$ cat config.mk
export PLATFORM = sky130hd
export DESIGN_NAME = stream_fifo
export DESIGN_NICKNAME = d
export VERILOG_FILES = /design/src/hdl/conv2d_pkg.sv /design/src/hdl/stream_fifo.sv
export SDC_FILE = /design/constraint.sdc
export NUM_CORES = 1
export LEC_CHECK = 0
export BUFFER_PORTS_ARGS = -buffer_cell sky130_fd_sc_hd__buf_2
export CORE_ASPECT_RATIO = 0.7
export CORE_MARGIN = 1.5
export CORE_UTILIZATION = 60
export CTS_CLUSTER_DIAMETER = 100
export CTS_CLUSTER_SIZE = 40
export DETAILED_ROUTE_END_ITERATION = 6
export GPL_ROUTABILITY_DRIVEN = 1
export PLACE_DENSITY = 0.77
export SETUP_SLACK_MARGIN = 0.5
export SYNTH_ARGS = -nofsm -noshare
export SYNTH_HDL_FRONTEND = slang
export SYNTH_SLANG_ARGS = --single-unit
$ cat constraint.sdc
create_clock -name clk -period 8.4 [get_ports clk]
set_input_delay 1.26 -clock clk [delete_from_list [all_inputs] [get_ports clk]]
set_output_delay 1.26 -clock clk [all_outputs]
set_load 0.03 [all_outputs]
$ cat src/hdl/conv2d_pkg.sv
package conv2d_pkg;

    localparam int DWIDTH            = 32;
    localparam int AWIDTH            = 32;
    localparam int WT_DIM            = 3;
    localparam int MAX_FM_DIM        = 12;
    localparam int PE_FIFO_LOGDEPTH  = 5;
    localparam int IN_FIFO_LOGDEPTH  = 4;
    localparam int OUT_FIFO_LOGDEPTH = 8;

    typedef logic signed [DWIDTH-1:0] data_t;
    typedef logic [7:0]               dim_t;

    // one burst with len counted in words
    typedef struct packed {
        logic [AWIDTH-1:0] addr;
        logic [31:0]       len;
    } mem_req_t;

    typedef struct packed {
        dim_t              fm_dim;
        logic [AWIDTH-1:0] wt_offset;
        logic [AWIDTH-1:0] ifm_offset;
        logic [AWIDTH-1:0] ofm_offset;
    } conv_cfg_t;

    typedef struct packed {
        data_t data;
        dim_t  row;
        dim_t  col;
    } wt_beat_t;

    // coordinates are in the padded grid
    typedef struct packed {
        data_t data;
        dim_t  x;
        dim_t  y;
    } pix_t;

    typedef enum logic [2:0] {
        IDLE,
        LOAD_WT,
        LOAD_FM,
        DRAIN,
        STORE_ADDR,
        STORE_DATA,
        WAIT_RESP
    } ctrl_state_t;

endpackage

$ cat src/hdl/stream_fifo.sv
`timescale 1ns/10ps

module stream_fifo #(
    parameter int LOGDEPTH = 4
) (
    input  logic              clk,
    input  logic              write_counter_rst,
    input  conv2d_pkg::data_t enq_data,
    input  logic              enq_valid,
    output logic              enq_ready,
    output conv2d_pkg::data_t deq_data,
    output logic              deq_valid,
    input  logic              deq_ready
);
    import conv2d_pkg::*;

    data_t               mem [2**LOGDEPTH];
    logic [LOGDEPTH-1:0] wr_ptr;
    logic [LOGDEPTH-1:0] rd_ptr;
    logic [LOGDEPTH:0]   count;
    logic                enq_fire;
    logic                deq_fire;

    // top bit of count set means full
    assign enq_ready = ~count[LOGDEPTH];
    assign deq_valid = (count != '0);
    assign deq_data  = mem[rd_ptr];

    assign enq_fire = enq_valid & enq_ready;
    assign deq_fire = deq_valid & deq_ready;

    always_ff @(posedge clk) begin
        if (enq_fire) begin
            mem[wr_ptr] <= enq_data;
        end
    end

    always_ff @(posedge clk) begin
        if (write_counter_rst) begin
            wr_ptr <= '0;
            rd_ptr <= '0;
            count  <= '0;
        end else begin
            if (enq_fire) begin
                wr_ptr <= wr_ptr + 1'b1;
            end
            if (deq_fire) begin
                rd_ptr <= rd_ptr + 1'b1;
            end
            count <= count + {{LOGDEPTH{1'b0}}, enq_fire} - {{LOGDEPTH{1'b0}}, deq_fire};
        end
    end

    // pointer distance tracks the occupancy
    a_ptr_count: assert property (@(posedge clk) disable iff (write_counter_rst)
        ((wr_ptr - rd_ptr) == count[LOGDEPTH-1:0]));

endmodule

Word level (Yosys, flattened, before mapping)
Memory sizes are Yosys's and may differ from the RTL's. A register that Yosys moved wholly into a read port is not among the register bits.
Index checks and enable logic that the tools add are counted.
{ "word_totals": {"register_bits": 13, "ram_bits": 512, "in_bits": 36, "output_inout_bits": 34, "wordCells": 16, "n_memories": 1} }
{ "op_classes": {"addsub": 4, "n_mux": 4, "n_bitwise": 3, "reduce_logical": 1} }
{ "memory_table": {"columns": ["name", "depth", "word_bits", "read_ports", "rd_clocked_by_memory_dff", "wr", "line_no", "text"], "rows": [
  ["mem", 16, 32, 1, 1, 1, "stream_fifo.sv:17", "data_t mem [2**LOGDEPTH];"]
]} }
{ "op_table": {"columns": ["operator", "count"], "rows": [
  ["4-bit by 1-bit adder with 4-bit output (second input constant)", 2],
  ["4-bit 2-to-1 mux", 2],
  ["5-bit by 1-bit adder with 5-bit output", 1],
  ["5-bit nonzero test", 1],
  ["5-bit by 1-bit subtractor with 5-bit output", 1],
  ["1-bit bitwise AND", 2],
  ["1-bit 2-to-1 mux", 2],
  ["1-bit inverter", 1]
]} }

Longest topological paths before layout
{ "logic_depth": {"depth_word": 4, "mapped_depth": 14, "depth_no_buf": 13} }

Least setup slack after synthesis
No wires, ideal clock.
{ "synth_timing": {"path_kind": "input to register", "from": "input enq_valid", "to": "register count[4]", "setup_time_ns": 0.070, "arrival_ns": 3.265, "required_time_ns": 8.330, "slack_ns": 5.066, "cell_stages": 11, "path_buffers": 1, "cell_sequence": "nor2b_1 -> clkbuf_1 -> inv_1 -> ha_1 -> inv_1 -> ha_1 -> fa_1 -> a21oi_1 -> nor2_1 -> or3_1 -> a21oi_1"} }
{ "synth_between": {"elab_chain_len": 3} }
{ "synth_lines": {"columns": ["item", "line_no", "text"], "rows": [
  ["start: declaration", "stream_fifo.sv:9", "input logic enq_valid,"],
  ["1-bit bitwise AND", "stream_fifo.sv:29", "assign enq_fire = enq_valid & enq_ready;"],
  ["5-bit by 1-bit adder with 5-bit output", "stream_fifo.sv:50", "count <= count + {{LOGDEPTH{1'b0}}, enq_fire} - {{LOGDEPTH{1'b0}}, deq_fire};"],
  ["5-bit by 1-bit subtractor with 5-bit output", "stream_fifo.sv:50", null],
  ["end signal: assignment", "stream_fifo.sv:50", null],
  ["end: declaration", "stream_fifo.sv:20", "logic [LOGDEPTH:0] count;"]
]} }
Every way passes these cells.
A chain may end at the register's enable or synchronous reset.

==> out/metrics.cfg <==
[run_status]
status=finished clean

[routing]
dr_wl_met3_mm=3.17
post_drt_wl_per_cell_um=28.1
wl_met1_mm=16.5
wl_mm=38.8
drt_first_pass_iters=5
drtIter0Drc=1087
postRouteAntennaNets=0
drc_errors=0
vias_per_cell=6.51
wl_met2_mm=18.6
via_count=8980
top_layer_used=met5

[clock_tree]
cts-root-buf=clkbuf_16
worstSkewPairLatency_ns=0.55
clock_sinks=529
ctsResizeCount=0
cts_tree=built
cts_htree_levels=1
cts_made_buffers=17
clock_path_buffers=3
hold_buffers=0
postCtsSetupRepairBufs=0
path_clk_slew_ns=0.14

[floorplan]
placementRows=55
num_io_pins=70
start_util_pct=61.4
fp.dieW_um=221
dieArea_mm2=0.0344
die_h_um=156
coreArea_mm2=0.0326

[place]
routabilityCongestion=0.714
io_buffers=69
dpl.hpwl_mm=19.8

[synth]
synth.ff_latch_count=529
synth_area_per_cell_um2=22.5
synth_area_leaders=edfxtp_1, mux4_2, a22oi_1, dfxtp_1, nand2_1
synth_top_cell_area_share_pct=76.9
yosysTopAreaCell=edfxtp_1
ys_seq_area_share_pct=78.6
synth_nets=936
synthCells=888
ys_types=27
ys.warnings.count=0
synth_area_mm2=0.0200

[timing]
rsz0062_at_grt=false
min_period_ns=4.71
fin_worst_skew_ns=0.0440
finalHoldViolations=0
slew_violations=0
setup_viol=0
setup_tns_ns=0
slew_headroom_pct=24.2
tightest_slew_ns=1.14
finalCritPeriodShare_pct=56.0
fmaxAchievable_mhz=212

[power_and_ir_drop]
p_int_uw=3930
power_frac_clock_pct=20.4
switchingPower_uw=1430
p_per_area_mw_per_mm2=251
seq_power_share_pct=56.5
ir_worst_vdd_mv=0.256
combPwrFrac_pct=23.1
leakage_uw=0.00658
finalPower_uw=5360
switching_share_pct=26.6

[finish]
nNetsFinal=997
areaGrowthSynthToFinish_pct=6.73
most-common-layout-cells=edfxtp_1, mux4_2, buf_2, a22oi_1, nand2_1
antennaDiodeCount=0
final_common_cell=edfxtp_1
layout-drive-gt1-share_pct=26.9
fillers=2068

[critical_path]
end_kind=output port
cp_slowest_cell=dfxtp_4
path_delay_family=flip-flops
critPathMaxStageDelay_ns=1.07
crit_type=register to output port
crit_chain=buf_4 > mux4_2 > a22oi_1 > nand2_1 > buf_2
cp.buffers_inverters=2
cp.required_ns=7.14
cp.arrival_ns=3.45
crit_fanout=73
cp-start-kind=register
r2r_setup_slack_ns=5.38

[global_routing]
antenna_found_initial=1
gr-total-overflow=0
grt_first_pass_wirelength_mm=57.5
grt_max_degree=129
grt_pass1_vias=9074
grt_util_all_layers_pct=23.1

[hold_path]
min_path_type=register to register

[flow_run]
max-cap-violations=0

layer usage:
layer  global-route usage [%]  up-vias
li1                         -     3797
met1                     34.9     4771
met2                     37.4      370
met3                     3.58       40
met4                     3.38        2
met5                        0        -
final cells by class:
type                    instances  area, µm²  share of cell area, %
clock inverters                 1       30.0                  0.141
flip-flops and latches        529      15700                   73.7
repair buffers                 88        500                   2.35
multi-input cells             303       4070                   19.1
clock buffers                  22        444                   2.08
inverters                      10       37.5                  0.176
well taps                     427        534                   2.50
cells by family (layout without fill, tap and decap cells):
group / count (synthesis) / in the layout / synth area share [%]
adders and majority gates: 12 / 12 / 0.789
DFF: 529 / 529 / 78.6
and+or+nand+nor: 83 / 83 / 1.96
xor gates and xnor gates: 8 / 8 / 0.350
buffers and inverters: 56 / 121 / 1.26
muxes: 128 / 128 / 14.4
AOI/OAI and AO/OA: 72 / 72 / 2.62
synthesized netlist by cell type:
cell	number
a21o_1	1
a21oi_1	6
a22oi_1	64
and2_1	17
and3_1	2
buf_1	10
buf_2	7
buf_4	9
clkbuf_1	20
dfxtp_1	17
edfxtp_1	512
fa_1	1
ha_1	11
inv_1	10
mux4_2	128
nand2_1	38
nand3_1	3
nand4_1	1
nor2_1	13
nor2b_1	5
nor3_1	1
nor3b_1	1
o21ai_0	1
or3_1	1
or4b_1	1
xnor2_1	2
xor2_1	6
final timing paths:
kind,depth (start not counted),to,startpoint
worst min register to register,2,register,rd_ptr[1]
worst min-delay path,2,register,rd_ptr[1]
worst max-delay path,5,deq_data[19],register
worst max register to register,13,count[4],count[3]
power groups by stage:
stage,sequential (µW),combinational [µW],clock [µW]
after floorplan,3040,1020,0
after global placement,3080,1240,0
after detailed placement,3090,1250,0
after CTS,3030,1260,1110
after global routing,3040,1340,1190
final,3030,1240,1100
tightest hold or removal path: cells and delay by family, from the launching register on:
family             cells  cell delay, ns
and+or+nand+nor        1            0.06
AOI/OAI and AO/OA      1            0.08
DFF                    1            0.36
sequential cells by signal, indices dropped and copies added, names as in the netlist, named ones only:
signal / count
count: 5
rd_ptr: 4
wr_ptr: 4
mem: 512
metrics by stage:
stage	cell area, µm²	setup slack [ns]	instances	hold slack, ns	utilization, %
3_3_place_gp	20900	4.29	1357	0.474	64.1
3_5_place_dp	20900	4.24	1357	0.513	64.1
2_1_floorplan	20000	5.07	888	0.455	-
6_report	21300	3.69	1380	0.529	65.6
4_1_cts	21300	3.63	1380	0.534	65.6
5_1_grt	21300	3.48	1380	0.565	65.6
Power figures use the tool's default switching activity.
