[src/hdl/conv2d_pkg.sv]
package conv2d_pkg;

    localparam int DWIDTH            = 32;
    localparam int AWIDTH            = 32;
    localparam int WT_DIM            = 3;
    localparam int MAX_FM_DIM        = 12;
    localparam int PE_FIFO_LOGDEPTH  = 5;
    localparam int IN_FIFO_LOGDEPTH  = 4;
    localparam int OUT_FIFO_LOGDEPTH = 8;

    typedef logic signed [DWIDTH-1:0] data_t;
    typedef logic [7:0]               dim_t;

    // one burst with len counted in words
    typedef struct packed {
        logic [AWIDTH-1:0] addr;
        logic [31:0]       len;
    } mem_req_t;

    typedef struct packed {
        dim_t              fm_dim;
        logic [AWIDTH-1:0] wt_offset;
        logic [AWIDTH-1:0] ifm_offset;
        logic [AWIDTH-1:0] ofm_offset;
    } conv_cfg_t;

    typedef struct packed {
        data_t data;
        dim_t  row;
        dim_t  col;
    } wt_beat_t;

    // coordinates are in the padded grid
    typedef struct packed {
        data_t data;
        dim_t  x;
        dim_t  y;
    } pix_t;

    typedef enum logic [2:0] {
        IDLE,
        LOAD_WT,
        LOAD_FM,
        DRAIN,
        STORE_ADDR,
        STORE_DATA,
        WAIT_RESP
    } ctrl_state_t;

endpackage

[src/hdl/conv2d_pe.sv]
`timescale 1ns/10ps

module conv2d_pe #(
    parameter int PE_ROW = 0
) (
    input  logic                 clk,
    input  logic                 write_counter_rst,
    input  conv2d_pkg::dim_t     fm_dim,
    input  conv2d_pkg::wt_beat_t weight,
    input  logic                 weight_valid,
    input  conv2d_pkg::pix_t     pix,
    input  logic                 pix_valid,
    output logic                 pix_ready,
    output conv2d_pkg::data_t    psum,
    output logic                 psum_valid,
    input  logic                 psum_ready
);
    import conv2d_pkg::*;

    data_t w   [WT_DIM];
    data_t win [WT_DIM-1];
    logic  sum_due;
    logic  pix_fire;

    // kernel row for this PE
    always_ff @(posedge clk) begin
        if (write_counter_rst) begin
            for (int k = 0; k < WT_DIM; k++) begin
                w[k] <= '0;
            end
        end else if (weight_valid && (weight.row == dim_t'(PE_ROW))) begin
            for (int k = 0; k < WT_DIM; k++) begin
                if (weight.col == dim_t'(k)) begin
                    w[k] <= weight.data;
                end
            end
        end
    end

    // previous pixels of the current padded row with the oldest first
    always_ff @(posedge clk) begin
        if (pix_fire) begin
            for (int k = 0; k < WT_DIM - 2; k++) begin
                win[k] <= win[k+1];
            end
            win[WT_DIM-2] <= pix.data;
        end
    end

    // full window and a padded row that this kernel row touches
    assign sum_due = (pix.x >= dim_t'(WT_DIM - 1))
                   && (pix.y >= dim_t'(PE_ROW))
                   && (pix.y < fm_dim + dim_t'(PE_ROW));

    assign pix_ready  = !sum_due || psum_ready;
    assign pix_fire   = pix_valid && pix_ready;
    assign psum_valid = pix_valid && sum_due;

    always_comb begin
        data_t acc;
        acc = w[WT_DIM-1] * pix.data;
        for (int k = 0; k < WT_DIM - 1; k++) begin
            acc = acc + w[k] * win[k];
        end
        psum = acc;
    end

endmodule

[config.mk]
export PLATFORM = sky130hd
export DESIGN_NAME = conv2d_pe
export DESIGN_NICKNAME = d
export VERILOG_FILES = /design/src/hdl/conv2d_pkg.sv /design/src/hdl/conv2d_pe.sv
export SDC_FILE = /design/constraint.sdc
export NUM_CORES = 2
export LEC_CHECK = 0
export ABC_AREA = 1
export BUFFER_PORTS_ARGS = -buffer_cell sky130_fd_sc_hd__buf_2
export CELL_PAD_IN_SITES_DETAIL_PLACEMENT = 1
export CELL_PAD_IN_SITES_GLOBAL_PLACEMENT = 1
export CORE_MARGIN = 3
export CORE_UTILIZATION = 25
export CTS_BUF_LIST = sky130_fd_sc_hd__clkbuf_8
export DETAILED_ROUTE_END_ITERATION = 7
export HOLD_SLACK_MARGIN = 0.02
export PLACE_DENSITY_LB_ADDON = 0.15
export SKIP_LAST_GASP = 1
export SLEW_MARGIN = 30
export SYNTH_ARGS = -nofsm -noshare
export SYNTH_HDL_FRONTEND = slang
export SYNTH_SLANG_ARGS = --single-unit
[constraint.sdc]
create_clock -name clk -period 10.1 [get_ports clk]
set_input_delay 1.01 -clock clk [delete_from_list [all_inputs] [get_ports clk]]
set_output_delay 1.01 -clock clk [all_outputs]
set_load 0.05 [all_outputs]
## After elaboration in Yosys (flattened, before gate mapping)

Memories as Yosys holds them, arrays and structs flattened.
Cells that the tools add are included.

- Add/subtract/negate cells: 2
- Multipliers: 3
- Divide/modulo/power cells: 0
- Magnitude comparators: 3
- Eq/ne operators: 2
- Shift operators: 0
- Multiplexer cells: 19
- Bitwise operators: 3
- Reductions and logical operators: 9

Operators by type and width:

| cell | number |
|---|---|
| multiplier 32 x 32 -> 32 bit | 3 |
| two-way mux 32 bit | 3 |
| adder 32 bit | 2 |
| logical NOT 8 bit | 2 |
| two-way mux 1 bit | 16 |
| equality test 8 x 1 -> 1 bit (second input constant) | 1 |
| equality test 8 x 2 -> 1 bit (second input constant) | 1 |
| greater-or-equal comparator 8 x 1 -> 1 bit (second input constant) | 1 |
| greater-or-equal comparator 8 x 2 -> 1 bit (second input constant) | 1 |
| < comparator 8 bit | 1 |
| logical AND 1 bit | 5 |
| OR 1 bit | 3 |
| logical NOT 1 bit | 1 |
| logical OR 1 bit | 1 |

- Flip-flop bits (word level): 0
- Bits in latches: 0
- RAM bits: 160
- Memory bits (read-only): 0
- Output and inout bits: 34
- Word-level logic and storage cells: 43
- Memories kept: 2

Memories:

| name | depth | width | read ports | clocked after Yosys merged registers in | write ports | RTL line | text |
|---|---|---|---|---|---|---|---|
| w | 3 | 32 | 3 | 0 | 3 | conv2d_pe.sv:20 | `data_t w [WT_DIM];` |
| win | 2 | 32 | 2 | 0 | 2 | conv2d_pe.sv:21 | `data_t win [WT_DIM-1];` |

## Longest topological paths before layout

- Depth after elaboration: 8
- Depth in mapped cells: 39
- Mapped depth without buffers: 37

## Worst setup path after synthesis

OpenSTA, ideal clock, no wires.

- Path kind: input-to-output
- Start: input pix[19] in the netlist's numbering
- End: output psum[29]
- Data arrival time: 9101 ps
- Path slack: -11 ps
- Stages: 29
- Path buffers: 2
- Cell sequence: clkbuf_1 -> buf_1 -> nand2_1 -> fa_1 -> inv_1 -> fa_1 -> inv_1 -> fa_1 -> inv_1 -> fa_1 -> fa_1 -> fa_1 -> inv_1 -> fa_1 -> inv_1 -> fa_1 -> fa_1 -> fa_1 -> inv_1 -> fa_1 -> inv_1 -> ha_1 -> nand2_1 -> nor2_1 -> inv_1 -> nor4_1 -> nand2_1 -> o2111ai_1 -> xor2_1

- Longest elaborated chain between the ends: 3

RTL lines:

| element | RTL line | text |
|---|---|---|
| start, declared | conv2d_pe.sv:11 | `input conv2d_pkg::pix_t pix,` |
| multiplier 32 x 32 -> 32 bit | conv2d_pe.sv:61 | `acc = w[WT_DIM-1] * pix.data;` |
| adder 32 bit (2 in series) | conv2d_pe.sv:63 | `acc = acc + w[k] * win[k];` |
| end, declared | conv2d_pe.sv:14 | `output conv2d_pkg::data_t psum,` |

No other way between the ends.

==> results.cfg <==
[finish]
final_nets = 9401
area_delta_synth_final_pct = 15.8
final_cell_mix = 2,599 x inv_1, 1,985 x nand2_1, 1,267 x fa_1
final_layout_size_suffix_gt1_share_pct = 10.8
final_util_pct = 29.2
layout_commonest_cell = inv_1

[critical_path]
r2r_start = win[0][32]
reg2reg_to = win[0][0]
critPathMaxStageDelay_ns = 0.67
r2r_setup_slack_ns = 8.87
r2r_cells = 1
cp_slowest_cell = fa_2
cp_common_cell = fa_1
cp.arrival_ns = 9.14
critPathMaxFanout = 7
crit_type = reg -> out
critPathCaptureType = output pin
crit_required_ns = 9.09
startpoint_type = flop

[cts]
cts_max_level = 4
cts_tree = done
clk_pin_slew_ns = 0.12
cts_buffer_depth = 2
cts_inserted_buffers = 17
cts-root-buf = clkbuf_8
insertion_delay_ns = 0.60
cts.sinks = 160

[timing]
slew_headroom_pct = 25.5
rsz0062_at_grt = yes
maxSlewViolCount = 0
setup_viol_count_final = 4
worstMarginPinSlew_ns = 1.11
clock_skew_ns = 0.0238
max_freq_mhz = 98.6
min_period_ns = 10.15
post-route-period-util_pct = 100
hold_viol = 0
setup_ws_ns = -0.0455

[global_route]
grt_overflow = 0
grt_max_degree = 44
grt_pass1_wl_um = 316000
grt.total_usage_pct = 17.9
antenna_found_initial = 23
grt_pass1_vias = 50400

[hold_path]
hold_path.startpoint = win[0][53]
hold_path_depth = 1
holdPathEnd = win[0][21]
hp-class = reg -> reg

[yosys]
synthArstFlopShare_pct = 0
syn_nets = 9101
yosys_warnings = 0
synthFlopType = edfxtp_1
synth-seq-cells = 160
ys_types = 42
netlist_instances = 7241
synth_edf_count = 160
synth_seq_area_share_pct = 8.34
avgSynthCellArea_um2 = 7.96
syn_area_um2 = 57600

[detailed_routing]
vias_per_cell = 4.15
avgRoutedWirePerCell_um = 19.5
wl_um = 206000
vias = 43900
drt_pass1_iterations = 5
drc = 0
drtAntennaViolNets = 0
drtIter0Drc = 1765

[placement]
port_buffers = 141
dp_hpwl_um = 182000
gp_congestion = 0.823

[status]
violations = negative setup slack
outcome = finished, violations left

[floorplan]
die_h_um = 486
io_pins = 143
core-area_um2 = 228000
die_area_um2 = 236000
rows = 175
initial_core_util_pct = 25.2
die_w_um = 486

[run]
drv_cap = 0
==> area by class of cell <==
| class | instances | area [µm²] |
|---|---|---|
| multi-input combinational | 4133 | 42300 |
| clock buffer | 17 | 234 |
| sequential | 160 | 4800 |
| fill | 27200 | 162000 |
| inverter | 2636 | 9900 |
| tap | 3009 | 3760 |
| clock inverter | 15 | 165 |
| antenna | 9 | 22.5 |
| timing repair buffer | 593 | 5540 |
==> worst max-delay path, delay by kind of cell, from the launching register on <==
family	cells	cell delay (ns)
AO/OA/AOI/OAI	1	0.35
AND/OR/NAND/NOR	6	0.42
buffers and inverters	10	1.10
flip-flops	1	0.50
adder cells (fa/ha/maj)	12	6.14
==> sequential cells by signal, summed over array words and instances, names as in the netlist <==
name,count
win,64
w,96
==> synth_stat cells, types with 15 or more instances <==
| library cell | number | area [µm²] |
|---|---|---|
| inv_1 | 2625 | 9850 |
| nand2_1 | 2005 | 7530 |
| fa_1 | 1335 | 26700 |
| ha_1 | 416 | 5200 |
| clkbuf_1 | 202 | 758 |
| edfxtp_1 | 160 | 4800 |
| nand3_1 | 128 | 641 |
| nor2_1 | 67 | 251 |
| buf_2 | 53 | 265 |
| buf_1 | 48 | 180 |
| xor2_1 | 39 | 342 |
| a21oi_1 | 35 | 175 |
| xnor2_1 | 24 | 210 |
| nand3b_1 | 15 | 113 |
==> worst max-delay path by stage <==
| stage | cells past startpoint | to | startpoint |
|---|---|---|---|
| global route | 33 | psum[30] | win[0][45] |
| floorplan | 33 | psum[27] | pix[19] |
| finish | 29 | psum[31] | w[0][15] |
| global placement | 29 | psum[28] | pix[22] |
| CTS | 32 | psum[28] | win[0][33] |
| detailed placement | 32 | psum[31] | pix[22] |
==> stage by stage <==
step,setup TNS (ns),setup slack (ns),cell area (µm²),hold slack [ns],instances
after floorplan,0,0.0613,57600,0.421,7241
after global placement,-3.45,-0.445,64400,0.707,10400
after detailed placement,-4.28,-0.486,64400,0.712,10400
after CTS,-0.800,-0.233,66100,0.657,10500
after global routing,-3.40,-0.386,66700,0.690,10600
final,-0.127,-0.0455,66700,0.682,10600
==> per-layer routing <==
metal,wire length (µm),GRT usage (%),vias to the layer above,part of all wire [%]
li1,-,-,20300,-
met1,100000,25.3,23100,49
met2,99900,31.0,426,48
met3,3710,0.854,107,1.8
met4,2520,2.07,0,1.2
met5,0,0,-,0
==> cells by family after synthesis <==
logic type      Yosys count  share of synthesized area, %
xor+xnor                 63                         0.958
compound gates           70                         0.721
flops                   160                          8.34
simple gates           2249                          15.2
fa+ha+maj              1751                          55.4
buf+inv                2948                          19.4
==> repair_timing <==
action,4_1_cts,5_1_grt
endpoints found under the setup margin,14,16
hold buffers,0,0
cloned,6,2
pin swaps,76,64
gates resized for setup,161,88
buffers inserted,58,30
hold endpoints to repair,0,0
Power is not shown: default switching activity piles up to over one toggle a cycle in this logic, so the estimate is an artifact.
