File: config.mk
export PLATFORM = sky130hd
export DESIGN_NAME = conv2d_ctrl
export DESIGN_NICKNAME = d
export VERILOG_FILES = /design/src/hdl/conv2d_pkg.sv /design/src/hdl/conv2d_ctrl.sv
export SDC_FILE = /design/constraint.sdc
export NUM_CORES = 1
export LEC_CHECK = 0
export BUFFER_PORTS_ARGS = -buffer_cell sky130_fd_sc_hd__buf_2
export CAP_MARGIN = 20
export CORE_AREA = 2 2 149 151
export CTS_CLUSTER_DIAMETER = 80
export CTS_CLUSTER_SIZE = 40
export DETAILED_ROUTE_END_ITERATION = 12
export DIE_AREA = 0 0 151 153
export PLACE_DENSITY_LB_ADDON = 0.1
export SETUP_SLACK_MARGIN = 0.4
export SYNTH_ARGS = -nofsm -noshare
export SYNTH_HDL_FRONTEND = slang
export SYNTH_SLANG_ARGS = --single-unit
File: constraint.sdc
create_clock -name clk -period 5.2 [get_ports clk]
set_clock_uncertainty 0.05 [all_clocks]
set_input_delay 0.52 -clock clk [delete_from_list [all_inputs] [get_ports clk]]
set_output_delay 0.52 -clock clk [all_outputs]
set_load 0.05 [all_outputs]
File: src/hdl/conv2d_pkg.sv
package conv2d_pkg;

    localparam int DWIDTH            = 32;
    localparam int AWIDTH            = 32;
    localparam int WT_DIM            = 3;
    localparam int MAX_FM_DIM        = 12;
    localparam int PE_FIFO_LOGDEPTH  = 5;
    localparam int IN_FIFO_LOGDEPTH  = 4;
    localparam int OUT_FIFO_LOGDEPTH = 8;

    typedef logic signed [DWIDTH-1:0] data_t;
    typedef logic [7:0]               dim_t;

    // one burst with len counted in words
    typedef struct packed {
        logic [AWIDTH-1:0] addr;
        logic [31:0]       len;
    } mem_req_t;

    typedef struct packed {
        dim_t              fm_dim;
        logic [AWIDTH-1:0] wt_offset;
        logic [AWIDTH-1:0] ifm_offset;
        logic [AWIDTH-1:0] ofm_offset;
    } conv_cfg_t;

    typedef struct packed {
        data_t data;
        dim_t  row;
        dim_t  col;
    } wt_beat_t;

    // coordinates are in the padded grid
    typedef struct packed {
        data_t data;
        dim_t  x;
        dim_t  y;
    } pix_t;

    typedef enum logic [2:0] {
        IDLE,
        LOAD_WT,
        LOAD_FM,
        DRAIN,
        STORE_ADDR,
        STORE_DATA,
        WAIT_RESP
    } ctrl_state_t;

endpackage

File: src/hdl/conv2d_ctrl.sv
`timescale 1ns/10ps

module conv2d_ctrl (
    input  logic                          clk,
    input  logic                          write_counter_rst,
    input  logic                          start,
    input  conv2d_pkg::conv_cfg_t         cfg,
    output logic                          idle,
    output logic                          write_error,
    output conv2d_pkg::mem_req_t          rd_req,
    output logic                          rd_req_valid,
    input  logic                          rd_req_ready,
    input  conv2d_pkg::data_t             in_data,
    input  logic                          in_valid,
    output logic                          in_ready,
    output conv2d_pkg::wt_beat_t          weight,
    output logic                          weight_valid,
    output conv2d_pkg::pix_t              pix,
    output logic                          pix_valid,
    input  logic [conv2d_pkg::WT_DIM-1:0] pe_ready,
    input  logic                          results_done,
    output conv2d_pkg::mem_req_t          wr_req,
    output logic                          wr_req_valid,
    input  logic                          wr_req_ready,
    input  logic                          out_drained,
    input  logic                          resp_status,
    input  logic                          resp_valid,
    output logic                          resp_ready
);
    import conv2d_pkg::*;

    ctrl_state_t state;
    ctrl_state_t state_next;
    conv_cfg_t   cfg_q;
    dim_t        row_cnt;
    dim_t        col_cnt;
    dim_t        x_cnt;
    dim_t        y_cnt;
    dim_t        fm_edge;
    logic [31:0] fm_area;
    logic        halo;
    logic        wt_fire;
    logic        wt_last;
    logic        pix_last;

    assign fm_edge = cfg_q.fm_dim + 8'd1;
    assign fm_area = 32'(cfg_q.fm_dim) * 32'(cfg_q.fm_dim);

    assign halo = (x_cnt == '0) || (y_cnt == '0) || (x_cnt == fm_edge) || (y_cnt == fm_edge);

    // weights have no back-pressure
    assign wt_fire  = (state == LOAD_WT) && in_valid;
    assign wt_last  = wt_fire && (row_cnt == dim_t'(WT_DIM - 1))
                    && (col_cnt == dim_t'(WT_DIM - 1));
    assign pix_valid = (state == LOAD_FM) && (halo || in_valid) && (&pe_ready);
    assign pix_last  = pix_valid && (x_cnt == fm_edge) && (y_cnt == fm_edge);

    // halo pixels leave read data in place
    assign in_ready = (state == LOAD_WT) || ((state == LOAD_FM) && !halo && (&pe_ready));

    assign weight_valid = wt_fire;
    assign weight       = '{data: in_data, row: row_cnt, col: col_cnt};
    assign pix          = '{data: halo ? data_t'(0) : in_data, x: x_cnt, y: y_cnt};

    assign rd_req.addr  = (state == LOAD_FM) ? cfg_q.ifm_offset : cfg_q.wt_offset;
    assign rd_req.len   = (state == LOAD_FM) ? fm_area : 32'(WT_DIM * WT_DIM);
    assign wr_req       = '{addr: cfg_q.ofm_offset, len: fm_area};
    assign wr_req_valid = (state == STORE_ADDR);
    assign resp_ready   = (state == WAIT_RESP);
    assign idle         = (state == IDLE);

    always_comb begin
        state_next = state;
        case (state)
            IDLE:       if (start) state_next = LOAD_WT;
            LOAD_WT:    if (wt_last) state_next = LOAD_FM;
            LOAD_FM:    if (pix_last) state_next = DRAIN;
            DRAIN:      if (results_done) state_next = STORE_ADDR;
            STORE_ADDR: if (wr_req_ready) state_next = STORE_DATA;
            STORE_DATA: if (out_drained) state_next = WAIT_RESP;
            WAIT_RESP:  if (resp_valid) state_next = IDLE;
            default:    state_next = IDLE;
        endcase
    end

    always_ff @(posedge clk) begin
        if (write_counter_rst) begin
            state        <= IDLE;
            rd_req_valid <= 1'b0;
            write_error  <= 1'b0;
        end else begin
            state <= state_next;
            // one read burst per load phase
            if ((idle && start) || wt_last) begin
                rd_req_valid <= 1'b1;
            end else if (rd_req_ready) begin
                rd_req_valid <= 1'b0;
            end
            if (resp_ready && resp_valid) begin
                write_error <= resp_status;
            end
        end
    end

    always_ff @(posedge clk) begin
        if (idle && start) begin
            cfg_q <= cfg;
        end
    end

    always_ff @(posedge clk) begin
        if (write_counter_rst || idle) begin
            row_cnt <= '0;
            col_cnt <= '0;
            x_cnt   <= '0;
            y_cnt   <= '0;
        end else begin
            if (wt_fire) begin
                if (col_cnt == dim_t'(WT_DIM - 1)) begin
                    col_cnt <= '0;
                    row_cnt <= (row_cnt == dim_t'(WT_DIM - 1)) ? '0 : row_cnt + 8'd1;
                end else begin
                    col_cnt <= col_cnt + 8'd1;
                end
            end
            if (pix_valid) begin
                if (x_cnt == fm_edge) begin
                    x_cnt <= '0;
                    y_cnt <= (y_cnt == fm_edge) ? '0 : y_cnt + 8'd1;
                end else begin
                    x_cnt <= x_cnt + 8'd1;
                end
            end
        end
    end

    a_fm_dim_range: assert property (@(posedge clk) disable iff (write_counter_rst)
        (idle && start) |-> ((cfg.fm_dim >= 8'd1) && (cfg.fm_dim <= dim_t'(MAX_FM_DIM))));

    a_rd_req_hold: assert property (@(posedge clk) disable iff (write_counter_rst)
        (rd_req_valid && !rd_req_ready) |=> (rd_req_valid && $stable(rd_req)));

endmodule

# Yosys cells after proc, flatten, opt, wreduce, memory -nomap -nowiden
# Cells that the tools add are included.
# Widths: inputs -> output; s select.
[totals]
wordCells = 78
memories = 0
reg_bits = 141
latchBits = 0
ramBits = 0
romBits = 0
[classes]
div = 0
n_addsub = 5
n_reduce_logical = 27
multipliers = 1
n_shift = 0
mux = 17
n_eq_ne = 17
n_bitwise = 0
magnitude_cmp = 0
[ops]
columns = ["operator", "n"]
rows = [
  ["$mux 32", 2],
  ["$add 8x1->8 const B", 5],
  ["$mux 8", 4],
  ["$mux 3", 7],
  ["$pmux 3 s7", 1],
  ["$eq 8x2->1 const B", 2],
  ["$eq 8x8->1", 2],
  ["$logic_not 8->1", 2],
  ["$mul 8x8->16", 1],
  ["$mux 16", 1],
  ["$ne 2x2->1 const B", 6],
  ["$logic_and 1x1->1", 11],
  ["$eq 3x3->1 const B", 3],
  ["$logic_or 1x1->1", 7],
  ["$reduce_and 7->1", 1],
  ["$eq 3x2->1 const B", 2],
  ["$reduce_and 2->1", 2],
  ["$eq 3x1->1 const B", 1],
  ["$logic_not 3->1", 1],
  ["$reduce_and 3->1", 1],
  ["$mux 1", 2],
  ["$ne 2x1->1 const B", 1],
  ["$reduce_bool 2->1", 1],
  ["$logic_not 1->1", 1],
]

# Longest topological paths before layout
[logic_depth]
depth_word = 11
ltp_mapped = 19
depth_no_buf = 18

# Worst setup path before layout
# OpenSTA, ideal clock, no wires.
[synth_timing]
kind = "flip-flop to output port"
start = "register cfg_q[103] (netlist bit)"
end = "output rd_req[13] (netlist bit)"
required_time_ps = 4630
t_arrival_ps = 5304
setup_slack_ps = -674
stages_incl_launch_ff = 17
path_cell_list = "edfxtp_1 -> clkbuf_1 -> and2_1 -> fa_1 -> fa_1 -> inv_1 -> fa_1 -> fa_1 -> inv_1 -> ha_1 -> or3_1 -> o21ai_0 -> inv_1 -> o211ai_1 -> nand3b_1 -> xor2_1 -> and2_1"
[synth_lines]
columns = ["item", "line_no", "source"]
rows = [
  ["start, declared", "conv2d_ctrl.sv:34", "conv_cfg_t cfg_q;"],
  ["start signal, assigned", "conv2d_ctrl.sv:107", "cfg_q <= cfg;"],
  ["end, declared", "conv2d_ctrl.sv:10", "output conv2d_pkg::mem_req_t rd_req,"],
]

==> summary.json <==
{
  "max_cap_violations": 0,
  "cts_max_level": 4,
  "run_status": "complete, but fails checks",
  "netlist_area_um2": 8730,
  "detail_route.drc_violations": 0,
  "finalWorstSetupSlack_ns": -0.108,
  "numCtsBuffers": 17,
  "count_of_cells_along_the_worst_hold_path": 1,
  "route.met2.wl_mm": 11.6,
  "final_layout_size_suffix_gt1_share_pct": 43.4,
  "synth-edff-count": 104,
  "rsz0062_at_grt": "true",
  "synth_top_family_by_area": "simple AND/OR/NAND/NOR gates",
  "first_iter_violations": 359,
  "synth-xor-area-share_pct": 5.52,
  "route.layer.met1.wl_mm": 9.61,
  "syn-mean-instance-area_um2": 10.1,
  "top_sig_layer": "met5",
  "synth_compound_area_share_pct": 5.62,
  "grt_pass1_wl_mm": 35.4,
  "antenna_found_initial": 4,
  "clock_latency_ns": 0.43,
  "worst_path_max_fanout": 4,
  "largest_stage_delay_on_the_critical_path_ns": 0.58,
  "routabilityCongestion": 0.838,
  "ant_nets": 0,
  "postSynthRegisterBits": 141,
  "synth.most_common_cell": "nand2_1",
  "cp.required_ns": 4.63,
  "finalMaxSlewViolations": 0,
  "clock_sink_count": 141,
  "die_w_um": 151,
  "cells_after_synthesis": 861,
  "placement_rows": 54,
  "synthesis.yosys.warnings": 0,
  "timing.slew.headroom_pct": 36.7,
  "area_of_the_multi_input_gates_um2": 4390,
  "num-nets-final": 1392,
  "route.final.wire_length_mm": 23.2,
  "endpoints_failing_hold": 0,
  "clk_pin_slew_worst_paths_ns": 0.08,
  "worstSetupEndpointType": "primary output",
  "layout.filler_cells": 1974,
  "holdWs_ns": 0.208,
  "dp.final_hpwl_mm": 17.6,
  "floorplan.initialDensity_pct": 40.6,
  "placed_cell_area_um2": 10400,
  "seq_area_um2": 3860,
  "global_router_s_overall_resource_usage_pct": 19.8,
  "numPortBuffers": 346,
  "achievable-frequency_mhz": 188,
  "rr_worst_depth": 6,
  "setup_viol": 6,
  "timing.critical_path.cells": "inv_2, nor2_4, fa_1, fa_2, inv_2, fa_1, fa_1, inv_2, ha_4, or3_1, o21ai_1, inv_1, o211ai_1, nand3_1, and4_4, nor3_4, buf_6",
  "pre_cts_ws_ns": 0.0614,
  "post-route-period-util_pct": 102,
  "cp_data_arrival_time_ns": 4.74,
  "total_length_of_routed_met3_wires_mm": 1.49,
  "grt_max_degree": 51,
  "sequential_share_of_the_synthesized_area_pct": 44.2,
  "critical_path_class": "flop to primary output",
  "overflow": 0,
  "tritoncts": "done",
  "worstHoldPathType": "input pin to flop",
  "synth_largest_type_area_fraction_pct": 35.8,
  "cp_slowest_cell": "fa_2",
  "floorplan.die_area_um2": 23100,
  "cts-root-to-sink-buffers": 2,
  "clk_tree_root_cell": "clkbuf_16",
  "synthTopCellsByCount": "nand2_1 (124), edfxtp_1 (104), buf_4 (100)",
  "violations_in_the_final_reports": "setup timing",
  "area_growth_pct": 34.0,
  "synth.distinct_cells": 65,
  "vias_in_the_first_global_route": 6641,
  "synth_top_cells_by_area": "edfxtp_1 (36%), buf_4 (8.6%), dfxtp_1 (8.5%)",
  "die_height_um": 153,
  "first_pass_iters": 4,
  "vias": 6961,
  "drt-wirelength-per-cell_um": 15.8,
  "num_io_pins": 381,
  "drt-vias-per-instance": 4.72,
  "min_period_ns": 5.31,
  "yosys-mux-area-fraction_pct": 1.03,
  "placeable_core_area_um2": 21500,
  "synth_fa_ha_area_share_pct": 11.5,
  "worst-slew-pin-transition_ns": 0.946,
  "critPathLaunchType": "flop",
  "synth_top_flop_cell": "edfxtp_1",
  "synth-simple-area-share_pct": 19.4,
  "synthArstFlopShare_pct": 0,
  "synth_top_area_cell": "edfxtp_1",
  "postLayoutCellArea_um2": 11700
}
-- layout make-up --
| type | instances | area share [%] |
|---|---|---|
| tap | 280 | 2.99 |
| clock inverter | 15 | 1.53 |
| antenna | 4 | 0.0855 |
| inverter | 60 | 1.92 |
| multi-input combinational | 564 | 37.5 |
| sequential | 141 | 33.0 |
| clock buffer | 17 | 3.63 |
| timing repair buffer | 394 | 19.3 |
-- state kept, by name, summed over array words and instances, names as in the netlist --
| name | cells |
|---|---|
| cfg_q | 72 |
| wr_req | 32 |
| col_cnt | 8 |
| row_cnt | 8 |
| x_cnt | 8 |
| y_cnt | 8 |
| state | 3 |
| rd_req_valid | 1 |
| write_error | 1 |
-- worst paths after layout --
check           endpoint  slack [ns]        start
max reg2reg     y_cnt[5]        2.19     state[1]
min            cfg_q[73]        0.21      cfg[73]
min reg2reg  write_error        0.41  write_error
max           rd_req[15]       -0.11    cfg_q[99]
-- metrics by stage --
| step | instances | setup TNS [ns] | utilization (%) |
|---|---|---|---|
| final | 1475 | -0.287 | 54.5 |
| after global routing | 1474 | -1.37 | 54.5 |
| after CTS | 1460 | -0.407 | 53.4 |
| after detailed placement | 1412 | 0 | 48.6 |
| after global placement | 1412 | 0 | 48.6 |
| after floorplan | 895 | 0 | - |
-- cell usage in the layout (no fill, tap or decap), types with 17 or more instances in the layout --
| cell | n |
|---|---|
| a21oi_1 | 21 |
| and2_1 | 52 |
| buf_2 | 328 |
| buf_4 | 41 |
| clkbuf_16 | 17 |
| conb_1 | 36 |
| dfxtp_1 | 37 |
| edfxtp_1 | 104 |
| fa_1 | 19 |
| ha_1 | 30 |
| inv_1 | 46 |
| nand2_1 | 122 |
| nand3_1 | 24 |
| nor2_1 | 36 |
| xnor2_1 | 18 |
-- per-layer routing --
metal / vias up / GRT usage, %
met3: 39 / 5.22
met2: 235 / 32.8
met5: - / 0
li1: 3398 / -
met1: 3287 / 24.7
met4: 2 / 7.21
-- worst max-delay path, delay by kind of cell (launching register included) --
kind / cells / cell delay [ns]
compound gates: 2 / 0.19
fa+ha+maj: 5 / 2.24
simple gates: 5 / 0.91
flops: 1 / 0.49
buf+inv: 5 / 0.48
-- kinds of logic after synthesis --
family | after synthesis
and+or+nand+nor | 334
DFF | 141
muxes | 9
AOI/OAI and AO/OA | 73
buffers and inverters | 190
adders and majority gates | 65
other | 2
xor gates and xnor gates | 47
-- timing repair --
item                       CTS  global route
cloned                       0             0
setup endpoints to repair   19            20
buffers inserted            16            11
pin swaps                   27            14
hold buffers                 0             0
gates resized for setup     82            35
Power is left out: the tool's default activity adds up to more than one toggle a clock period on the data nets, which glitch-free logic cannot reach.
