==> src/hdl/conv2d_pkg.sv <==
package conv2d_pkg;

    localparam int DWIDTH            = 32;
    localparam int AWIDTH            = 32;
    localparam int WT_DIM            = 3;
    localparam int MAX_FM_DIM        = 12;
    localparam int PE_FIFO_LOGDEPTH  = 5;
    localparam int IN_FIFO_LOGDEPTH  = 4;
    localparam int OUT_FIFO_LOGDEPTH = 8;

    typedef logic signed [DWIDTH-1:0] data_t;
    typedef logic [7:0]               dim_t;

    // one burst with len counted in words
    typedef struct packed {
        logic [AWIDTH-1:0] addr;
        logic [31:0]       len;
    } mem_req_t;

    typedef struct packed {
        dim_t              fm_dim;
        logic [AWIDTH-1:0] wt_offset;
        logic [AWIDTH-1:0] ifm_offset;
        logic [AWIDTH-1:0] ofm_offset;
    } conv_cfg_t;

    typedef struct packed {
        data_t data;
        dim_t  row;
        dim_t  col;
    } wt_beat_t;

    // coordinates are in the padded grid
    typedef struct packed {
        data_t data;
        dim_t  x;
        dim_t  y;
    } pix_t;

    typedef enum logic [2:0] {
        IDLE,
        LOAD_WT,
        LOAD_FM,
        DRAIN,
        STORE_ADDR,
        STORE_DATA,
        WAIT_RESP
    } ctrl_state_t;

endpackage

==> src/hdl/conv2d_row_adder.sv <==
`timescale 1ns/10ps

module conv2d_row_adder (
    input  logic                          clk,
    input  logic                          write_counter_rst,
    input  logic                          start,
    input  conv2d_pkg::dim_t              fm_dim,
    input  conv2d_pkg::data_t             head_data [conv2d_pkg::WT_DIM],
    input  logic [conv2d_pkg::WT_DIM-1:0] head_valid,
    output logic [conv2d_pkg::WT_DIM-1:0] head_ready,
    output conv2d_pkg::data_t             sum,
    output logic                          sum_valid,
    input  logic                          sum_ready,
    output logic                          results_done
);
    import conv2d_pkg::*;

    logic [15:0] sum_cnt;
    logic [15:0] target;
    logic        fire;

    assign target = 16'(fm_dim) * 16'(fm_dim);

    // all rows pop together
    assign sum_valid  = &head_valid;
    assign fire       = sum_valid && sum_ready;
    assign head_ready = {WT_DIM{fire}};

    always_comb begin
        data_t acc;
        acc = '0;
        for (int k = 0; k < WT_DIM; k++) begin
            acc = acc + head_data[k];
        end
        sum = acc;
    end

    always_ff @(posedge clk) begin
        if (write_counter_rst || start) begin
            sum_cnt      <= '0;
            results_done <= 1'b0;
        end else if (fire) begin
            sum_cnt <= sum_cnt + 16'd1;
            if (sum_cnt + 16'd1 == target) begin
                results_done <= 1'b1;
            end
        end
    end

    // every PE stream is exhausted once the last output is formed
    a_done_heads_empty: assert property (@(posedge clk) disable iff (write_counter_rst)
        results_done |-> !(|head_valid));

endmodule

==> config.mk <==
export PLATFORM = sky130hd
export DESIGN_NAME = conv2d_row_adder
export DESIGN_NICKNAME = d
export VERILOG_FILES = /design/src/hdl/conv2d_pkg.sv /design/src/hdl/conv2d_row_adder.sv
export SDC_FILE = /design/constraint.sdc
export NUM_CORES = 1
export LEC_CHECK = 0
export BUFFER_PORTS_ARGS = -buffer_cell sky130_fd_sc_hd__buf_4
export CORE_ASPECT_RATIO = 0.9
export CORE_MARGIN = 2
export CORE_UTILIZATION = 55
export DETAILED_ROUTE_END_ITERATION = 6
export PLACE_DENSITY_LB_ADDON = 0.3
export SYNTH_ARGS = -nofsm -noshare
export SYNTH_HDL_FRONTEND = slang
export SYNTH_SLANG_ARGS = --single-unit
==> constraint.sdc <==
create_clock -name clk -period 11.8 [get_ports clk]
set_input_delay 1.18 -clock clk [delete_from_list [all_inputs] [get_ports clk]]
set_output_delay 1.18 -clock clk [all_outputs]
set_load 0.02 [all_outputs]
* Yosys cells after proc, flatten, opt, wreduce, memory -nomap -nowiden
Index checks and enable logic that the tools add are counted.
Storage, ports and cells: flip-flop bits (word level) 17, output and inout bits 37, word-level logic and storage cells 11
Cells by class: add/subtract/negate cells 3, $mul 1, equality and inequality tests 1, reduce and logical (&&, ||, !) cells 4
Operators with widths (count):
- 32-bit adder | 2
- 16-bit by 1-bit adder with 16-bit output, second input constant | 1
- 16-bit == test | 1
- 8-bit by 8-bit multiplier with 16-bit output | 1
- 3-bit AND reduction | 1
- 2-bit AND reduction | 1
- 1-bit logical AND | 1
- 1-bit logical OR | 1

* Logic depth before layout (Yosys ltp)
Gate-level depths: netlist of the first run.
depth in word-level cells 3, depth in mapped cells 20, depth with buffers taken out 19

* Worst setup path after synthesis of the first run
OpenSTA, ideal clock, no wires.
path kind input-to-reg, from in fm_dim[2], to reg results_done, library setup time 75 ps, arrival time 5286 ps, required time 11725 ps, setup slack 6440 ps, stages 16, buffers on the path 1, cell sequence clkbuf_1 -> nand2_1 -> fa_1 -> fa_1 -> fa_1 -> inv_1 -> fa_1 -> ha_1 -> or2_2 -> a21oi_1 -> a31oi_1 -> a21o_1 -> a21oi_1 -> o21ai_0 -> mux2_2 -> o22ai_1
Between the ends: longest elaborated chain between the ends 3
RTL lines:
- start, declared | RTL line conv2d_row_adder.sv:7 | input conv2d_pkg::dim_t fm_dim,
- 8-bit by 8-bit multiplier with 16-bit output | RTL line conv2d_row_adder.sv:22 | assign target = 16'(fm_dim) * 16'(fm_dim);
- 16-bit == test | RTL line conv2d_row_adder.sv:44 | if (sum_cnt + 16'd1 == target) begin
- 2-bit AND reduction (no line)
- end signal, assigned | RTL line conv2d_row_adder.sv:41 | results_done <= 1'b0;
- end signal, assigned | RTL line conv2d_row_adder.sv:45 | results_done <= 1'b1;
- end, declared | RTL line conv2d_row_adder.sv:14 | output logic results_done
Every way passes these cells. A chain may end at the register's enable or synchronous reset.

* Final worst setup path of the first run
from in head_data[1] (netlist name), to out sum[29]
Between the ends: longest elaborated chain between the ends 1
RTL lines:
- start, declared | RTL line conv2d_row_adder.sv:8 | input conv2d_pkg::data_t head_data [conv2d_pkg::WT_DIM],
- 32-bit adder | RTL line conv2d_row_adder.sv:33 | acc = acc + head_data[k];
- end, declared | RTL line conv2d_row_adder.sv:11 | output conv2d_pkg::data_t sum,
Every way passes these cells.

==> results.yml, run 1 <==
drt:
  num_vias: 4698
  routed_wl_um: 11600
  first_pass_iters: 5
  drc: 0
  via_per_inst: 5.55
  antenna_left: 0
  drtIter0Drc: 222
  wl_per_cell_um: 13.7
cts:
  cts_hold_buffers: 0
  post_cts_buffers: 0
  cts_buffer_depth: 2
  path_clk_slew_ns: 0.07
  cts_tree: "done"
  clock-sinks: 17
  cts_resized: 0
  insertion_delay_ns: 0.25
  root_buffer: "clkbuf_8"
  h-tree-depth: 1
  numCtsBuffers: 3
power:
  p_per_area_nw_per_um2: 122
  finalPower_uw: 757
  peakVddDrop_mv: 0.101
  leakage_nw: 2.91
synthesis:
  synth_warnings: 0
  syn_inst: 598
  synth-edff-count: 0
  avgSynthCellArea_um2: 8.35
  yosysMostFrequentCell: "ha_1"
  syn_nets: 822
  yosysSeqAreaShare: 0.0682
  synth_area_um2: 4990
  synthTopCellsByCount: "59 x ha_1, 57 x xnor2_1, 56 x nand2_1"
  ys_types: 65
  ys_ff_latch: 17
  ys_top_cells_by_area: "fa_1 22%, ha_1 15%, xnor2_1 10%"
  synth_largest_area_cell: "fa_1"
  synthDominantCellAreaShare: 0.217
  yosys_most_used_dff: "dfxtp_1"
  postSynth.asyncResetShare: 0
placed_design:
  port_buffers: 147
  place_hpwl_um: 10100
  gp_congestion: 0.875
global_routing:
  antenna_found_initial: 0
  grt-ovfl-total: 0
  grt_pass1_wl_um: 20600
  grt_pass1_vias: 4729
  grt_max_degree: 19
  grt_usage: 0.247
sta:
  final_hold_viol_count: 0
  setup_viol: 0
  fin_crit_sh: 0.475
  max_freq_mhz: 178
  rsz0062_at_grt: "no"
  relSlewSlack: 0.617
  min_period_ns: 5.61
  worstMarginPinSlew_ns: 0.567
  fin_tns_setup_ns: 0
  finClkSkew_ns: 0.00254
  slew_violations: 0
worst_setup_path:
  cp.arrival_ns: 4.43
  critPathSlowestCell: "fa_1"
  r2r_start: "sum_cnt[0]"
  path_max_fanout: 4
  cp-end-kind: "primary output"
  cp-startpoint: "head_data[1]"
  path_cells: "buf_4 > fa_1 > ha_1 > inv_1 > fa_1 > nor2b_1 > o2111ai_1 > a21oi_2 > o21bai_1 > a31oi_1 > a221o_1 > nor3_1 > a311o_1 > buf_4"
  critPathKind: "in2out"
  worst-r2r-setup-slack_ns: 9.23
  start_kind: "primary input"
  worstPathRequired_ns: 10.62
  worst_r2r_endpoint: "results_done"
  slowest_delay_ns: 0.54
  worstRegToRegCells: 9
  worstSetupEndpoint: "sum[29]"
finish:
  synthToLayoutAreaGrowth_pct: 23.9
  fillers: 693
  num-nets-final: 953
  drive_above_1_share: 0.229
  n_antenna_cell: 0
flow_run:
  maxCapViolCount: 0
die:
  design.core.area_um2: 8690
  rows: 32
  die_width_um: 104
  start_util: 0.574
  die_y_um: 94.4
  pin_count: 148
  die-area_um2: 9850
min_path:
  hp-class: "reg2reg"
run_status:
  status: "finished clean"
[flip-flops by register name (all words and copies together) (netlist names)]
register      flops
results_done      1
sum_cnt          16
[worst min path at each step]
stage                  from           end  cells past startpoint
6_report       results_done  results_done                      2
5_1_grt          sum_cnt[1]    sum_cnt[1]                      2
4_1_cts        results_done  results_done                      2
3_5_place_dp   results_done  results_done                      2
3_3_place_gp   results_done  results_done                      2
2_1_floorplan    sum_cnt[1]    sum_cnt[1]                      2
[power by group]
group,internal (mW),total [mW],switching (mW)
Clock,0.0240,0.0444,0.0204
Combinational,0.304,0.655,0.351
Sequential,0.0574,0.0575,0.000129
[area by class of cell]
| class | instances | area [um2] | share of cell area |
|---|---|---|---|
| clock buffer | 4 | 45.0 | 0.00728 |
| multi-input combinational | 506 | 4350 | 0.702 |
| sequential | 17 | 340 | 0.0550 |
| inverter | 54 | 203 | 0.0328 |
| tap | 119 | 149 | 0.0241 |
| timing repair buffer | 147 | 1100 | 0.178 |
[cell families after synthesis]
kind of cell | after synthesis | share of synthesized area
buffers and inverters | 75 | 0.0612
multiplexers | 3 | 0.00652
flip-flops | 17 | 0.0682
AO/OA/AOI/OAI | 135 | 0.172
adder cells (fa/ha/maj) | 113 | 0.365
AND/OR/NAND/NOR | 179 | 0.189
XOR/XNOR | 76 | 0.139
[metal layers]
metal  routed length [um]  global-route usage
met1                 5020               0.328
met2                 5670               0.439
met3                  803              0.0262
met4                  141              0.0518
met5                    0                   0
[cells in the final DEF (no fill, tap or decap), types with 6 or more instances in the layout]
master / instances
xnor2_1: 57
a31oi_1: 9
fa_1: 54
nand4_1: 7
a21oi_1: 45
nor2_1: 31
nand2b_1: 7
ha_1: 59
a21o_1: 13
o21bai_1: 6
dfxtp_1: 17
buf_4: 147
and2_1: 16
nor3_1: 10
inv_1: 53
nor2b_1: 9
or3_1: 7
nand2_1: 56
xor2_1: 17
o21ai_0: 25
nand3_1: 12
[worst max-delay path, delay by kind of cell]
kind	cells	cell delay, ns
AO/OA/AOI/OAI	6	1.52
adder cells (fa/ha/maj)	3	1.13
buffers and inverters	3	0.34
AND/OR/NAND/NOR	2	0.26
[stage by stage]
step	hold WS [ns]	setup slack [ns]	utilization	instance area, um2	instances
after floorplan	0.462	6.44	-	4990	598
final	0.477	6.19	0.712	6190	847
after global routing	0.517	5.99	0.712	6190	847
after global placement	0.465	6.31	0.707	6140	843
after CTS	0.481	6.23	0.712	6190	847
after detailed placement	0.471	6.25	0.707	6140	843
Note: power is estimated with default switching activity, not from simulation.
==> run 2: changes to the inputs <==
--- a/config.mk
+++ b/config.mk
@@ -5,10 +5,11 @@
 export SDC_FILE = /design/constraint.sdc
 export NUM_CORES = 1
 export LEC_CHECK = 0
+export ABC_AREA = 1
 export BUFFER_PORTS_ARGS = -buffer_cell sky130_fd_sc_hd__buf_4
 export CORE_ASPECT_RATIO = 0.9
 export CORE_MARGIN = 2
-export CORE_UTILIZATION = 55
+export CORE_UTILIZATION = 50
 export DETAILED_ROUTE_END_ITERATION = 6
 export PLACE_DENSITY_LB_ADDON = 0.3
 export SYNTH_ARGS = -nofsm -noshare
==> constraint.sdc (replaced) <==
create_clock -name clk -period 4.53 [get_ports clk]
set_input_delay 0.453 -clock clk [delete_from_list [all_inputs] [get_ports clk]]
set_output_delay 0.453 -clock clk [all_outputs]
set_load 0.02 [all_outputs]
==> results.yml, run 2 <==
power:
  swShare: 0.539
  leakage_nw: 3.75
  p_seq_frac: 0.069
  peakVddDrop_mv: 0.293
  clockPowerShare: 0.082
  p_switching_mw: 1.21
  p_per_area_nw_per_um2: 332
  p_int_mw: 1.04
  finalPower_mw: 2.24
  combPwrFrac: 0.849
synthesis:
  yosysSeqAreaShare: 0.0620
  syn_nets: 1070
  avgSynthCellArea_um2: 6.49
  syn_inst: 846
  ys_types: 37
  synth_area_um2: 5490
  yosys_most_used_dff: "dfxtp_1"
  postSynth.asyncResetShare: 0
  ys_top_cells_by_area: "fa_1 20%, nand2_1 16%, ha_1 13%"
  synthDominantCellAreaShare: 0.197
  synth_warnings: 0
  yosysMostFrequentCell: "nand2_1"
  synth_largest_area_cell: "fa_1"
  synthTopCellsByCount: "235 x nand2_1, 159 x inv_1, 68 x nor2_1"
  ys_ff_latch: 17
  synth-edff-count: 0
min_path:
  hp-class: "reg2reg"
  worstHoldStart: "sum_cnt[1]"
  min_to: "sum_cnt[1]"
  whs_path_depth: 2
drt:
  drc: 0
  first_pass_iters: 5
  drtIter0Drc: 178
  via_per_inst: 5.09
  routed_wl_um: 13600
  wl_per_cell_um: 12.2
  antenna_left: 0
  num_vias: 5675
cts:
  insertion_delay_ns: 0.25
  cts_tree: "done"
  clock-sinks: 17
  cts_hold_buffers: 0
  h-tree-depth: 1
  cts_buffer_depth: 2
  cts_resized: 0
  post_cts_buffers: 0
  root_buffer: "clkbuf_16"
  path_clk_slew_ns: 0.06
  numCtsBuffers: 3
global_routing:
  antenna_found_initial: 0
  grt_usage: 0.239
  grt-ovfl-total: 0
  grt_max_degree: 25
  grt_pass1_wl_um: 23500
  grt_pass1_vias: 5471
finish:
  fillers: 1031
  final_cell_mix: "235 x nand2_1, 159 x inv_1, 147 x buf_4"
  reg_top3: "sum_cnt (16), results_done (1)"
  final_common_cell: "nand2_1"
  largest-register: "sum_cnt"
  largest_register_ff_count: 16
  num-nets-final: 1206
  drive_above_1_share: 0.165
  n_antenna_cell: 0
  synthToLayoutAreaGrowth_pct: 23.3
die:
  design.core.area_um2: 10800
  start_util: 0.510
  rows: 36
  die-area_um2: 11800
  die_width_um: 114
  die_y_um: 103
  pin_count: 148
flow_run:
  maxCapViolCount: 0
placed_design:
  gp_congestion: 0.904
  place_hpwl_um: 12000
  port_buffers: 147
worst_setup_path:
  worstRegToRegCells: 13
  cp.arrival_ns: 4.32
  worst-r2r-setup-slack_ns: 2.53
  cp-end-kind: "flop"
  worstPathRequired_ns: 4.72
  path_common_cell: "nand2_1"
  start_kind: "primary input"
  critPathSlowestCell: "fa_1"
  worst_r2r_endpoint: "results_done"
  path_max_fanout: 11
  slowest_delay_ns: 0.56
  path_cells: "buf_4 > nand2_1 > fa_1 > fa_1 > fa_1 > inv_1 > fa_1 > ha_1 > nand2_1 > inv_1 > a21oi_1 > nand2_1 > nand2_1 > nand2_1 > nand2_1 > nand2_1 > inv_1 > nand2_1 > nor2_1 > nand2_1 > nor2_1 > nor2_1 > nor2_1"
  r2r_start: "sum_cnt[0]"
  critPathKind: "in2reg"
sta:
  final_hold_viol_count: 0
  max_freq_mhz: 242
  finClkSkew_ns: 0.00633
  worstMarginPinSlew_ns: 0.774
  min_period_ns: 4.13
  fin_crit_sh: 0.911
  fin_tns_setup_ns: 0
  relSlewSlack: 0.482
  slew_violations: 0
  setup_viol: 0
  rsz0062_at_grt: "no"
run_status:
  status: "finished clean"
-- run 2: cell count changes in the layout (fill, tap and decap cells not counted), sizes merged, moves of 18 or more --
cell and change:
nand2 +181, nor2 +40, xnor2 -40, nand3 +32, and2 -18, inv +106
-- run 2: how the worst max path moves through the flow --
stage | start | to | slack (ns) | cells after the start
floorplan | fm_dim[2] | results_done | 0.22 | 23
global placement | fm_dim[2] | results_done | 0.24 | 23
detailed placement | fm_dim[2] | results_done | 0.14 | 20
CTS | fm_dim[2] | results_done | 0.39 | 20
global route | fm_dim[2] | results_done | 0.03 | 20
finish | fm_dim[2] | results_done | 0.40 | 23
-- run 2: per-layer routing --
| layer | GRT usage | part of all wire |
|---|---|---|
| met1 | 0.305 | 0.44 |
| met2 | 0.449 | 0.50 |
| met3 | 0.0256 | 0.059 |
| met4 | 0.0310 | 0.0062 |
| met5 | 0 | 0 |
-- run 2: cells by family (layout without fill, tap and decap cells) --
logic type                 after synthesis  count (layout)  synth area share
adders and majority gates              113             113             0.332
and+or+nand+nor                        384             384             0.293
AOI/OAI and AO/OA                      110             110             0.115
DFF                                     17              17            0.0620
buffers and inverters                  175             310             0.122
xor gates and xnor gates                47              47            0.0764
-- run 2: area by class of cell --
type	instances	area, um2	area share
sequential	17	340	0.0503
inverter	159	597	0.0882
tap	133	166	0.0246
clock inverter	1	5.00	0.000740
multi-input combinational	654	4480	0.662
timing repair buffer	147	1100	0.163
clock buffer	3	75.1	0.0111
-- run 2: critical path, delay by kind of cell --
kind	cells	cell delay, ns
adders and majority gates	5	2.46
and+or+nand+nor	13	0.88
buffers and inverters	4	0.32
AOI/OAI and AO/OA	1	0.20
-- run 2: metrics by stage --
stage               std cells  area (um2)  hold WS [ns]  utilization  worst slack, ns
floorplan                 846        5490         0.482            -            0.221
global placement         1110        6680         0.507        0.621            0.244
detailed placement       1110        6680         0.510        0.621            0.144
CTS                      1114        6760         0.518        0.628            0.388
global route             1114        6760         0.536        0.628           0.0321
finish                   1114        6760         0.516        0.628            0.402
-- run 2: power groups by stage --
| stage | clock (mW) | combinational (mW) | sequential [mW] |
|---|---|---|---|
| 6_report | 0.185 | 1.91 | 0.154 |
| 5_1_grt | 0.192 | 2.15 | 0.154 |
| 4_1_cts | 0.185 | 1.91 | 0.154 |
| 3_5_place_dp | 0 | 1.90 | 0.157 |
| 3_3_place_gp | 0 | 1.87 | 0.157 |
| 2_1_floorplan | 0 | 1.33 | 0.156 |
